[src/hdl/lmem_pkg.sv]
`default_nettype none

package lmem_pkg;

  ////////////////////
  // decoder geometry

  localparam int LLR_W  = 6;  // bits per llr symbol
  localparam int P_ROWS = 4;  // rows per cycle
  localparam int WT     = 2;  // circulant weight
  localparam int NB_BLK = 4;  // circulant blocks per layer
  localparam int KB_SYS = 3;  // systematic blocks, unload capable
  localparam int DEPTH  = 8;  // words per circulant memory
  localparam int ADDR_W = 3;

  ////////////////////
  // derived widths

  // memory word holds all rows of one block
  // {row P_ROWS-1 {wt1, wt0}, ..., row 0 {wt1, wt0}}
  localparam int R_SYM = P_ROWS * WT;
  localparam int BLK_W = R_SYM * LLR_W;

  // row group as seen by the row calculation units
  // {blk NB_BLK-1 {wt1, wt0}, ..., blk 0 {wt1, wt0}}
  localparam int ROW_W = NB_BLK * WT * LLR_W;

  localparam int BUS_W = NB_BLK * BLK_W;   // write, read and load buses
  localparam int HD_W  = R_SYM;            // one sign per stored symbol
  localparam int HDV_W = KB_SYS * HD_W;    // unload vector, block 0 in the lsbs

  ////////////////////
  // pipeline latencies

  localparam int RD_LAT = 3;  // rd_en sampled to o_rd_valid
  localparam int HD_LAT = 2;  // unload_en sampled to o_hd_valid

endpackage

`default_nettype wire

[src/hdl/lmem_circ_bwd.sv]
`default_nettype none

// layer 1 results and channel llrs of one circulant, read back in layer 0
module lmem_circ_bwd #(
  parameter int HAS_UNLOAD = 0  // 1 on systematic blocks
) (
  input  wire                         clk,
  input  wire                         rst,
  input  wire                         i_load_en,
  input  wire  [lmem_pkg::BLK_W-1:0]  i_load_data,
  input  wire                         i_wr_en,
  input  wire  [lmem_pkg::BLK_W-1:0]  i_wr_data,
  input  wire                         i_rd_en,
  input  wire  [lmem_pkg::ADDR_W-1:0] i_rd_address,
  input  wire                         i_unload_en,
  input  wire  [lmem_pkg::ADDR_W-1:0] i_unload_address,
  output logic [lmem_pkg::BLK_W-1:0]  o_rd_data,
  output logic [lmem_pkg::HD_W-1:0]   o_hd_data
);

  import lmem_pkg::*;

  logic [BLK_W-1:0]  mem [DEPTH];
  logic [ADDR_W-1:0] wr_ptr;   // one pointer for load and layer 1 write
  logic              wr_any;
  logic [BLK_W-1:0]  wr_word;

  assign wr_any  = i_load_en | i_wr_en;
  assign wr_word = i_load_en ? i_load_data : i_wr_data;  // load wins, never both

  ////////////////////
  // write side

  always_ff @(posedge clk) begin
    if (!rst) begin
      wr_ptr <= '0;
    end else if (wr_any) begin
      wr_ptr <= (wr_ptr == ADDR_W'(DEPTH - 1)) ? '0 : wr_ptr + 1'b1;
    end
  end

  always_ff @(posedge clk) begin
    if (wr_any) begin
      mem[wr_ptr] <= wr_word;
    end
  end

  ////////////////////
  // layer 0 read port

  always_ff @(posedge clk) begin
    if (!rst) begin
      o_rd_data <= '0;
    end else if (i_rd_en) begin
      o_rd_data <= mem[i_rd_address];
    end
  end

  ////////////////////
  // hard decision port

  if (HAS_UNLOAD != 0) begin : g_unload
    logic [BLK_W-1:0] ul_word;
    logic [HD_W-1:0]  sign_bits;

    assign ul_word = mem[i_unload_address];  // second read port
    for (genvar s = 0; s < R_SYM; s++) begin : g_sym
      assign sign_bits[s] = ul_word[s*LLR_W + LLR_W - 1];  // msb is the sign
    end

    always_ff @(posedge clk) begin
      if (!rst) begin
        o_hd_data <= '0;
      end else if (i_unload_en) begin
        o_hd_data <= sign_bits;
      end
    end
  end else begin : g_no_unload
    assign o_hd_data = '0;  // parity block
  end

  // the layer decode in the top and the load sequencer must not overlap
  a_load_wr_excl : assert property (@(posedge clk) disable iff (!rst)
    !(i_load_en && i_wr_en));

endmodule

`default_nettype wire

[src/hdl/lmem_circ_fwd.sv]
`default_nettype none

// layer 0 results of one circulant, read back in layer 1
module lmem_circ_fwd (
  input  wire                         clk,
  input  wire                         rst,
  input  wire                         i_wr_en,
  input  wire  [lmem_pkg::BLK_W-1:0]  i_wr_data,
  input  wire                         i_rd_en,
  input  wire  [lmem_pkg::ADDR_W-1:0] i_rd_address,
  output logic [lmem_pkg::BLK_W-1:0]  o_rd_data
);

  import lmem_pkg::*;

  logic [BLK_W-1:0]  mem [DEPTH];  // plain queue, no shift pattern
  logic [ADDR_W-1:0] wr_ptr;

  ////////////////////
  // write side

  always_ff @(posedge clk) begin
    if (!rst) begin
      wr_ptr <= '0;
    end else if (i_wr_en) begin
      // wrap after DEPTH words
      wr_ptr <= (wr_ptr == ADDR_W'(DEPTH - 1)) ? '0 : wr_ptr + 1'b1;
    end
  end

  always_ff @(posedge clk) begin
    if (i_wr_en) begin
      mem[wr_ptr] <= i_wr_data;
    end
  end

  ////////////////////
  // read side

  // same cycle write to the same address gives old word
  always_ff @(posedge clk) begin
    if (!rst) begin
      o_rd_data <= '0;
    end else if (i_rd_en) begin
      o_rd_data <= mem[i_rd_address];
    end  // holds between reads
  end

endmodule

`default_nettype wire

[src/hdl/lmem_read_align.sv]
`default_nettype none

// read pipeline, block to row order and layer select
module lmem_read_align (
  input  wire                        clk,
  input  wire                        rst,
  input  wire                        i_rd_en,
  input  wire                        i_rd_layer,
  input  wire                        i_unload_en,
  input  wire  [lmem_pkg::BUS_W-1:0] i_fwd_data,  // block order from the fwd group
  input  wire  [lmem_pkg::BUS_W-1:0] i_bwd_data,  // block order from the bwd group
  input  wire  [lmem_pkg::HDV_W-1:0] i_hd_data,
  output logic [lmem_pkg::BUS_W-1:0] o_rd_data,   // row order
  output logic                       o_rd_valid,
  output logic [lmem_pkg::HDV_W-1:0] o_hd_data,
  output logic                       o_hd_valid
);

  import lmem_pkg::*;

  logic [RD_LAT-2:0] rd_vld_q;  // valid and layer ride along with each read
  logic [RD_LAT-2:0] rd_lyr_q;
  logic [BUS_W-1:0]  fwd_q;
  logic [BUS_W-1:0]  bwd_q;
  logic [BUS_W-1:0]  sel_blk;
  logic [BUS_W-1:0]  row_word;
  logic              hd_vld_q;

  ////////////////////
  // read path

  always_ff @(posedge clk) begin
    if (!rst) begin
      rd_vld_q <= '0;
      rd_lyr_q <= '0;
    end else begin
      rd_vld_q <= {rd_vld_q[0], i_rd_en};      // stage 1 alongside the memories
      rd_lyr_q <= {rd_lyr_q[0], i_rd_layer};
    end
  end

  always_ff @(posedge clk) begin
    if (rd_vld_q[0]) begin  // stage 2
      fwd_q <= i_fwd_data;
      bwd_q <= i_bwd_data;
    end
  end

  assign sel_blk = rd_lyr_q[1] ? fwd_q : bwd_q;  // layer 1 reads what layer 0 wrote

  // inverse transpose
  for (genvar p = 0; p < P_ROWS; p++) begin : g_row
    for (genvar b = 0; b < NB_BLK; b++) begin : g_blk
      assign row_word[p*ROW_W + b*WT*LLR_W +: WT*LLR_W] =
        sel_blk[b*BLK_W + p*WT*LLR_W +: WT*LLR_W];
    end
  end

  always_ff @(posedge clk) begin
    if (!rst) begin
      o_rd_valid <= 1'b0;
      o_rd_data  <= '0;
    end else begin
      o_rd_valid <= rd_vld_q[1];  // stage 3
      if (rd_vld_q[1]) begin
        o_rd_data <= row_word;
      end
    end
  end

  ////////////////////
  // unload path

  always_ff @(posedge clk) begin
    if (!rst) begin
      hd_vld_q   <= 1'b0;
      o_hd_valid <= 1'b0;
      o_hd_data  <= '0;
    end else begin
      hd_vld_q   <= i_unload_en;  // sign bits registered in the memories here
      o_hd_valid <= hd_vld_q;
      if (hd_vld_q) begin
        o_hd_data <= i_hd_data;
      end
    end
  end

  a_rd_lyr : assert property (@(posedge clk) disable iff (!rst)
    o_rd_valid |-> !$isunknown($past(rd_lyr_q[1])));

endmodule

`default_nettype wire

[src/hdl/lmem_top.sv]
`default_nettype none

// llr memory, forward group for layer 0 to 1, backward group for layer 1 to 0
module lmem_top (
  input  wire                         clk,
  input  wire                         rst,
  input  wire                         i_load_en,
  input  wire  [lmem_pkg::BUS_W-1:0]  i_load_data,   // block order
  input  wire                         i_wr_en,
  input  wire                         i_wr_layer,
  input  wire  [lmem_pkg::BUS_W-1:0]  i_wr_data,     // row order
  input  wire                         i_rd_en,
  input  wire                         i_rd_layer,
  input  wire  [lmem_pkg::ADDR_W-1:0] i_rd_address,
  input  wire                         i_unload_en,
  input  wire  [lmem_pkg::ADDR_W-1:0] i_unload_address,
  output logic [lmem_pkg::BUS_W-1:0]  o_rd_data,
  output logic                        o_rd_valid,
  output logic [lmem_pkg::HDV_W-1:0]  o_hd_data,
  output logic                        o_hd_valid
);

  import lmem_pkg::*;

  wire              wr_en_fwd;
  wire              wr_en_bwd;
  wire [BLK_W-1:0]  wr_blk [NB_BLK];  // transposed write words
  wire [HD_W-1:0]   hd_blk [NB_BLK];
  wire [BUS_W-1:0]  fwd_bus;
  wire [BUS_W-1:0]  bwd_bus;
  wire [HDV_W-1:0]  hd_bus;

  // layer decoded write enables
  assign wr_en_fwd = i_wr_en & ~i_wr_layer;
  assign wr_en_bwd = i_wr_en &  i_wr_layer;

  ////////////////////
  // per block memories

  for (genvar b = 0; b < NB_BLK; b++) begin : g_blk
    // row p, block b segment moves to row slot p of block word b
    for (genvar p = 0; p < P_ROWS; p++) begin : g_row
      assign wr_blk[b][p*WT*LLR_W +: WT*LLR_W] = i_wr_data[p*ROW_W + b*WT*LLR_W +: WT*LLR_W];
    end

    lmem_circ_fwd u_fwd (
      .clk          (clk),
      .rst          (rst),
      .i_wr_en      (wr_en_fwd),
      .i_wr_data    (wr_blk[b]),
      .i_rd_en      (i_rd_en),       // both groups read, layer picked later
      .i_rd_address (i_rd_address),
      .o_rd_data    (fwd_bus[b*BLK_W +: BLK_W])
    );

    lmem_circ_bwd #(
      .HAS_UNLOAD ((b < KB_SYS) ? 1 : 0)
    ) u_bwd (
      .clk              (clk),
      .rst              (rst),
      .i_load_en        (i_load_en),
      .i_load_data      (i_load_data[b*BLK_W +: BLK_W]),
      .i_wr_en          (wr_en_bwd),
      .i_wr_data        (wr_blk[b]),
      .i_rd_en          (i_rd_en),
      .i_rd_address     (i_rd_address),
      .i_unload_en      (i_unload_en),
      .i_unload_address (i_unload_address),
      .o_rd_data        (bwd_bus[b*BLK_W +: BLK_W]),
      .o_hd_data        (hd_blk[b])
    );

    if (b < KB_SYS) begin : g_hd
      assign hd_bus[b*HD_W +: HD_W] = hd_blk[b];  // systematic part only
    end
  end

  ////////////////////
  // output alignment

  lmem_read_align u_align (
    .clk         (clk),
    .rst         (rst),
    .i_rd_en     (i_rd_en),
    .i_rd_layer  (i_rd_layer),
    .i_unload_en (i_unload_en),
    .i_fwd_data  (fwd_bus),
    .i_bwd_data  (bwd_bus),
    .i_hd_data   (hd_bus),
    .o_rd_data   (o_rd_data),
    .o_rd_valid  (o_rd_valid),
    .o_hd_data   (o_hd_data),
    .o_hd_valid  (o_hd_valid)
  );

endmodule

`default_nettype wire

[config.mk]
export PLATFORM = sky130hd
export DESIGN_NAME = lmem_top
export DESIGN_NICKNAME = d
export VERILOG_FILES = /design/src/hdl/lmem_pkg.sv /design/src/hdl/lmem_circ_bwd.sv /design/src/hdl/lmem_circ_fwd.sv /design/src/hdl/lmem_read_align.sv /design/src/hdl/lmem_top.sv
export SDC_FILE = /design/constraint.sdc
export NUM_CORES = 2
export LEC_CHECK = 0
export ABC_CLOCK_PERIOD_IN_PS = 8800
export BUFFER_PORTS_ARGS = -buffer_cell sky130_fd_sc_hd__buf_2
export CAP_MARGIN = 20
export CORE_MARGIN = 4
export CORE_UTILIZATION = 44
export DETAILED_ROUTE_END_ITERATION = 8
export PLACE_DENSITY_LB_ADDON = 0.12
export SYNTH_ARGS = -nofsm -noshare
export SYNTH_HDL_FRONTEND = slang
export SYNTH_SLANG_ARGS = --single-unit
[constraint.sdc]
create_clock -name clk -period 8.8 [get_ports clk]
set_clock_uncertainty 0.2 [all_clocks]
set_input_delay 1.32 -clock clk [delete_from_list [all_inputs] [get_ports clk]]
set_output_delay 1.32 -clock clk [all_outputs]
set_load 0.005 [all_outputs]
After elaboration in Yosys (flattened, before gate mapping)
Memories as Yosys holds them, arrays and structs flattened. A register that Yosys moved wholly into a read port is not among the register bits.
Cells that the tools add are included.
{ "totals": {"ram_bits": 3072, "output_inout_bits": 218, "n_memories": 8, "reg_bits": 631, "input_bits": 398, "wordCells": 73} }
{ "mem_list": {"columns": ["memory", "depth", "width", "read_ports", "rd_ports_with_merged_regs", "write_ports", "line_no", "source"], "rows": [
  ["g_blk[0].u_bwd.mem", 8, 48, 2, 2, 1, "lmem_circ_bwd.sv:23", "logic [BLK_W-1:0] mem [DEPTH];"],
  ["g_blk[0].u_fwd.mem", 8, 48, 1, 1, 1, "lmem_circ_fwd.sv:16", "logic [BLK_W-1:0] mem [DEPTH];"],
  ["g_blk[1].u_bwd.mem", 8, 48, 2, 2, 1, "lmem_circ_bwd.sv:23", null],
  ["g_blk[1].u_fwd.mem", 8, 48, 1, 1, 1, "lmem_circ_fwd.sv:16", null],
  ["g_blk[2].u_bwd.mem", 8, 48, 2, 2, 1, "lmem_circ_bwd.sv:23", null],
  ["g_blk[2].u_fwd.mem", 8, 48, 1, 1, 1, "lmem_circ_fwd.sv:16", null],
  ["+2 memories", null, null, null, null, null, null, null]
]} }
{ "op_classes": {"addsub": 8, "n_eq_ne": 8, "n_reduce_logical": 11, "bitwise_logic": 4, "n_mux": 17} }
{ "op_table": {"columns": ["operator", "count"], "rows": [
  ["192-bit 2-to-1 mux", 1],
  ["48-bit 2-to-1 mux", 4],
  ["3-bit by 1-bit adder with 3-bit output (second input constant)", 8],
  ["3-bit == test (second input constant)", 8],
  ["3-bit 2-to-1 mux", 8],
  ["1-bit logical NOT", 11],
  ["1-bit 2-to-1 mux", 4],
  ["1-bit AND", 2],
  ["1-bit inverter", 1],
  ["1-bit OR", 1]
]} }

Longest topological paths before layout
{ "logic_depth": {"ltp_word": 4, "ltp_mapped": 8, "mapped_depth_nobuf": 5} }

Hierarchy
From an unflattened synthesis, not the netlist that was laid out.
{ "hier_totals": {"cells_unflattened": 9027, "hier_area_um2": 156264.9} }
{ "modules_own_cells": {"columns": ["mod", "cells_per_inst", "instances", "seq_area_each_um2", "area_each_um2"], "rows": [
  ["lmem_circ_fwd", 902, 4, 12552.0, 16331.9],
  ["lmem_circ_bwd (g_blk[1].u_bwd ...)", 1040, 2, 12712.2, 17664.4],
  ["lmem_read_align", 1330, 1, 15995.3, 20993.9],
  ["lmem_circ_bwd (g_blk[0].u_bwd)", 1041, 1, 12712.2, 17643.2],
  ["lmem_circ_bwd (g_blk[3].u_bwd)", 966, 1, 12552.0, 16955.0],
  ["lmem_top", 2, 1, 0.0, 16.3]
]} }

Worst setup path after synthesis
Ideal clock, no wire load.
{ "synth_timing": {"kind": "flip-flop to flip-flop", "start": "reg u_align.rd_vld_q[0]", "end": "reg u_align.bwd_q[0], enable pin", "required_time_ps": 7814, "setup_time_ps": 786, "setup_slack_ps": -891, "n_path_buf": 0, "arrival_time_ps": 8705, "stages_incl_launch_ff": 1, "synth_period_minus_slack_ps": 9691, "path_cell_list": "dfxtp_1"} }
{ "synth_lines": {"columns": ["item", "line_no", "source"], "rows": [
  ["start: declaration", "lmem_read_align.sv:21", "logic [RD_LAT-2:0] rd_vld_q;"],
  ["start signal: assignment", "lmem_read_align.sv:37", "rd_vld_q <= {rd_vld_q[0], i_rd_en};"],
  ["end signal: assignment", "lmem_read_align.sv:45", "bwd_q <= i_bwd_data;"],
  ["end: declaration", "lmem_read_align.sv:24", "logic [BUS_W-1:0] bwd_q;"]
]} }
No word-level cell between the ends.

==> results.json <==
{
  "htree_num_levels": 5,
  "tightest_slew_ns": 1.15,
  "timing.rr.start": "u_align.rd_vld_q[0]",
  "setup_viol": 0,
  "min_period_over_period": 0.475,
  "syn_to_final_growth_pct": 14.3,
  "rsz0062_at_grt": "false",
  "wl_met1_um": 201000,
  "drt_iter0_markers": 7740,
  "slew_headroom": 0.233,
  "crit_start": "i_rd_address[0]",
  "p_switching_mw": 9.58,
  "rr_endpoint": "u_align.fwd_q[33]",
  "io_pins": 616,
  "cp-start-kind": "input port",
  "clk_path_buf_depth": 4,
  "clock.fmax_mhz": 239,
  "netlist_area_sq_mm": 0.157,
  "critPathRequiredTime_ns": 9.43,
  "worstPathMaxFanout": 98,
  "cts_root_buf": "clkbuf_16",
  "worstPathArrival_ns": 4.82,
  "synth_cell_types": 35,
  "hold_viol": 0,
  "endpoint_kind": "flip-flop",
  "fin_nets": 10500,
  "seqPwrFrac": 0.516,
  "ir_worst_vdd_uv": 173,
  "wl_met3_um": 28800,
  "seq_area_frac_synth": 0.747,
  "clockPowerShare": 0.425,
  "p_int_mw": 33.2,
  "ant_nets": 0,
  "hp-class": "reg -> reg",
  "grt_usage": 0.253,
  "dp.final_hpwl_um": 267000,
  "met2_length_um": 232000,
  "synth_seq_cells": 4111,
  "clock_sinks": 4111,
  "outcome": "completed",
  "n_fill_cell": 29400,
  "dpl_worst_slack_ns": 3.65,
  "rr_worst_depth": 2,
  "setup_ws_ns": 4.62,
  "top_layer": "met5",
  "syn_nets": 9878,
  "first_global_vias": 87500,
  "leakage_nw": 64.2,
  "finalCriticalPeriod_ns": 4.18,
  "cts_setup_buffers": 0,
  "cp-endpoint": "g_blk[3].u_bwd.o_rd_data[20]",
  "finalSetupTns_ns": 0,
  "viasPerCell": 5.80,
  "insertion_delay_ns": 0.97,
  "grt_overflow_total": 0,
  "critPathKind": "in -> reg",
  "coreArea_sq_mm": 0.353,
  "ctsResizeCount": 0,
  "hold_buffers": 0,
  "globalplace.congestion": 0.781,
  "synth_cells": 9464,
  "area.sequential_sq_mm": 0.117,
  "vias": 88200,
  "dieArea_sq_mm": 0.365,
  "cts-buffers-inserted": 430,
  "drt-pass1-iter-count": 5,
  "cts_tree": "done",
  "powerDensity_mw_per_mm2": 239,
  "synth_warnings": 0,
  "power.share.combinational": 0.060,
  "rows": 218,
  "drt_wl_total_um": 476000,
  "grt_pass1_wl_um": 666000,
  "r2r_slack_ns": 5.44,
  "multiInputGateArea_sq_mm": 0.0369,
  "start_util": 0.443,
  "wl_per_cell_um": 31.3,
  "finalMaxSlewViolations": 0,
  "drc": 0,
  "drv_cap": 0,
  "cts.clk_slew.worst_paths_ns": 0.06,
  "grt_max_degree": 172,
  "p_sw_frac": 0.224,
  "antenna_found_initial": 85,
  "io_buffers": 615,
  "drive_gt1_frac": 0.202,
  "die_y_um": 604,
  "die_w_um": 604,
  "postSynthAreaPerCell_sq_um": 16.5
}
==> power groups by stage <==
| stage | Sequential [mW] | Combinational (mW) | Clock (mW) |
|---|---|---|---|
| 2_1_floorplan | 22.4 | 1.44 | 0 |
| 3_3_place_gp | 22.4 | 2.52 | 0 |
| 3_5_place_dp | 22.5 | 2.56 | 0 |
| 4_1_cts | 22.1 | 2.57 | 18.5 |
| 5_1_grt | 22.1 | 2.71 | 19.3 |
| 6_report | 22.1 | 2.55 | 18.2 |
==> metal layers <==
| layer | track usage | vias up |
|---|---|---|
| li1 | - | 38200 |
| met1 | 0.343 | 46400 |
| met2 | 0.422 | 2877 |
| met3 | 0.0389 | 688 |
| met4 | 0.0775 | 28 |
| met5 | 0 | - |
==> cell families (layout without fill, tap and decap cells) <==
kind of cell | after synthesis | after routing | synth area share
AND/OR/NAND/NOR | 1037 | 1037 | 0.0284
adder cells (fa/ha/maj) | 16 | 16 | 0.00128
multiplexers | 2040 | 2040 | 0.135
buffers and inverters | 628 | 1612 | 0.0206
AO/OA/AOI/OAI | 1632 | 1632 | 0.0679
flip-flops | 4111 | 4111 | 0.747
other | 0 | 38 | 0
==> critical path, stage by stage <==
cell,delay (ns)
buf_12,0.38
buf_12,0.54
buf_4,0.74
buf_4,0.82
mux2i_1,0.28
o22ai_1,0.10
nor3_1,0.24
nor2_1,0.08
==> stage by stage <==
step | total power, mW | util | hold WS [ns] | area (sq um) | instances
global route | 44.1 | 0.506 | 0.204 | 179000 | 15200
floorplan | 23.9 | - | 0.203 | 157000 | 9464
CTS | 43.1 | 0.506 | 0.201 | 179000 | 15200
detailed placement | 25.0 | 0.466 | 0.208 | 165000 | 14400
global placement | 25.0 | 0.466 | 0.206 | 165000 | 14400
finish | 42.8 | 0.506 | 0.205 | 179000 | 15200
==> cells in the final DEF (no fill, tap or decap), types with 6 or more instances in the layout <==
master	n
edfxtp_1	3456
o22ai_1	354
nand2b_1	10
buf_12	26
nand2_1	238
clkbuf_8	58
nor4_2	8
o21ai_0	626
nor3_2	29
dfxtp_1	651
clkbuf_16	433
clkinv_2	73
a21boi_0	9
diode_2	38
mux2i_1	1468
nor2b_1	32
clkinv_1	42
inv_16	8
nor2_4	21
ha_1	16
bufinv_16	35
a22oi_1	54
buf_4	172
a21oi_1	198
nor2_1	436
a221o_1	136
o221ai_1	54
a21boi_1	7
inv_6	7
nor3_1	226
buf_2	609
clkinvlp_4	13
nor3b_2	6
clkbuf_1	119
and2_1	7
mux2_2	572
o211a_1	192
clkinv_8	7
==> flip-flops by register name, summed over array words and instances (netlist names), 12 cells and up <==
register / flops
g_blk.u_bwd.mem: 1536
g_blk.u_bwd.o_hd_data: 24
g_blk.u_bwd.o_rd_data: 192
g_blk.u_bwd.wr_ptr: 12
g_blk.u_fwd.mem: 1536
g_blk.u_fwd.o_rd_data: 192
g_blk.u_fwd.wr_ptr: 12
u_align.bwd_q: 192
u_align.fwd_q: 192
u_align.o_hd_data: 24
u_align.o_rd_data: 192
==> worst min path at each step <==
| stage | to | from | slack [ns] | cells past startpoint |
|---|---|---|---|---|
| final | u_align.fwd_q[14] | g_blk[0].u_fwd.o_rd_data[14] | 0.20 | 0 |
| after detailed placement | u_align.fwd_q[126] | g_blk[2].u_fwd.o_rd_data[30] | 0.21 | 0 |
| after CTS | u_align.fwd_q[177] | g_blk[3].u_fwd.o_rd_data[33] | 0.20 | 0 |
| after global routing | u_align.fwd_q[177] | g_blk[3].u_fwd.o_rd_data[33] | 0.20 | 0 |
| after global placement | u_align.bwd_q[189] | g_blk[3].u_bwd.o_rd_data[45] | 0.21 | 0 |
| after floorplan | u_align.bwd_q[0] | g_blk[0].u_bwd.o_rd_data[0] | 0.20 | 0 |
==> synth_stat cells <==
master,n,share of area
o221ai_1,54,0.0030
mux2_2,572,0.041
clkbuf_1,327,0.0078
nor2_2,1,0.000040
a21boi_1,7,0.00034
a221o_1,136,0.0087
clkbuf_4,2,0.000096
a21oi_1,199,0.0064
nand2_1,241,0.0058
nor3b_1,6,0.00029
nor4b_1,3,0.00017
buf_12,11,0.0014
or2_2,1,0.000040
buf_4,83,0.0040
a21boi_0,9,0.00043
nor2_1,456,0.011
nand2b_1,16,0.00064
nor2b_1,37,0.0015
o21ai_0,626,0.020
nor3_1,255,0.0082
or2_1,1,0.000040
mux2i_1,1468,0.094
nand3b_1,5,0.00024
buf_6,24,0.0017
a21o_1,1,0.000048
a22oi_1,54,0.0026
dfxtp_1,655,0.084
o22ai_1,354,0.014
buf_2,154,0.0049
ha_1,16,0.0013
buf_1,27,0.00065
edfxtp_1,3456,0.66
o211a_1,192,0.012
and2_1,7,0.00028
nor4_1,8,0.00032
==> area by class of cell <==
class,instances,area share
repair buffers,812,0.0276
clock inverters,190,0.0116
multi-input cells,4725,0.206
clock buffers,610,0.0675
flip-flops and latches,4111,0.653
well taps,4730,0.0331
diodes,38,0.000531
Power figures use the tool's default switching activity.
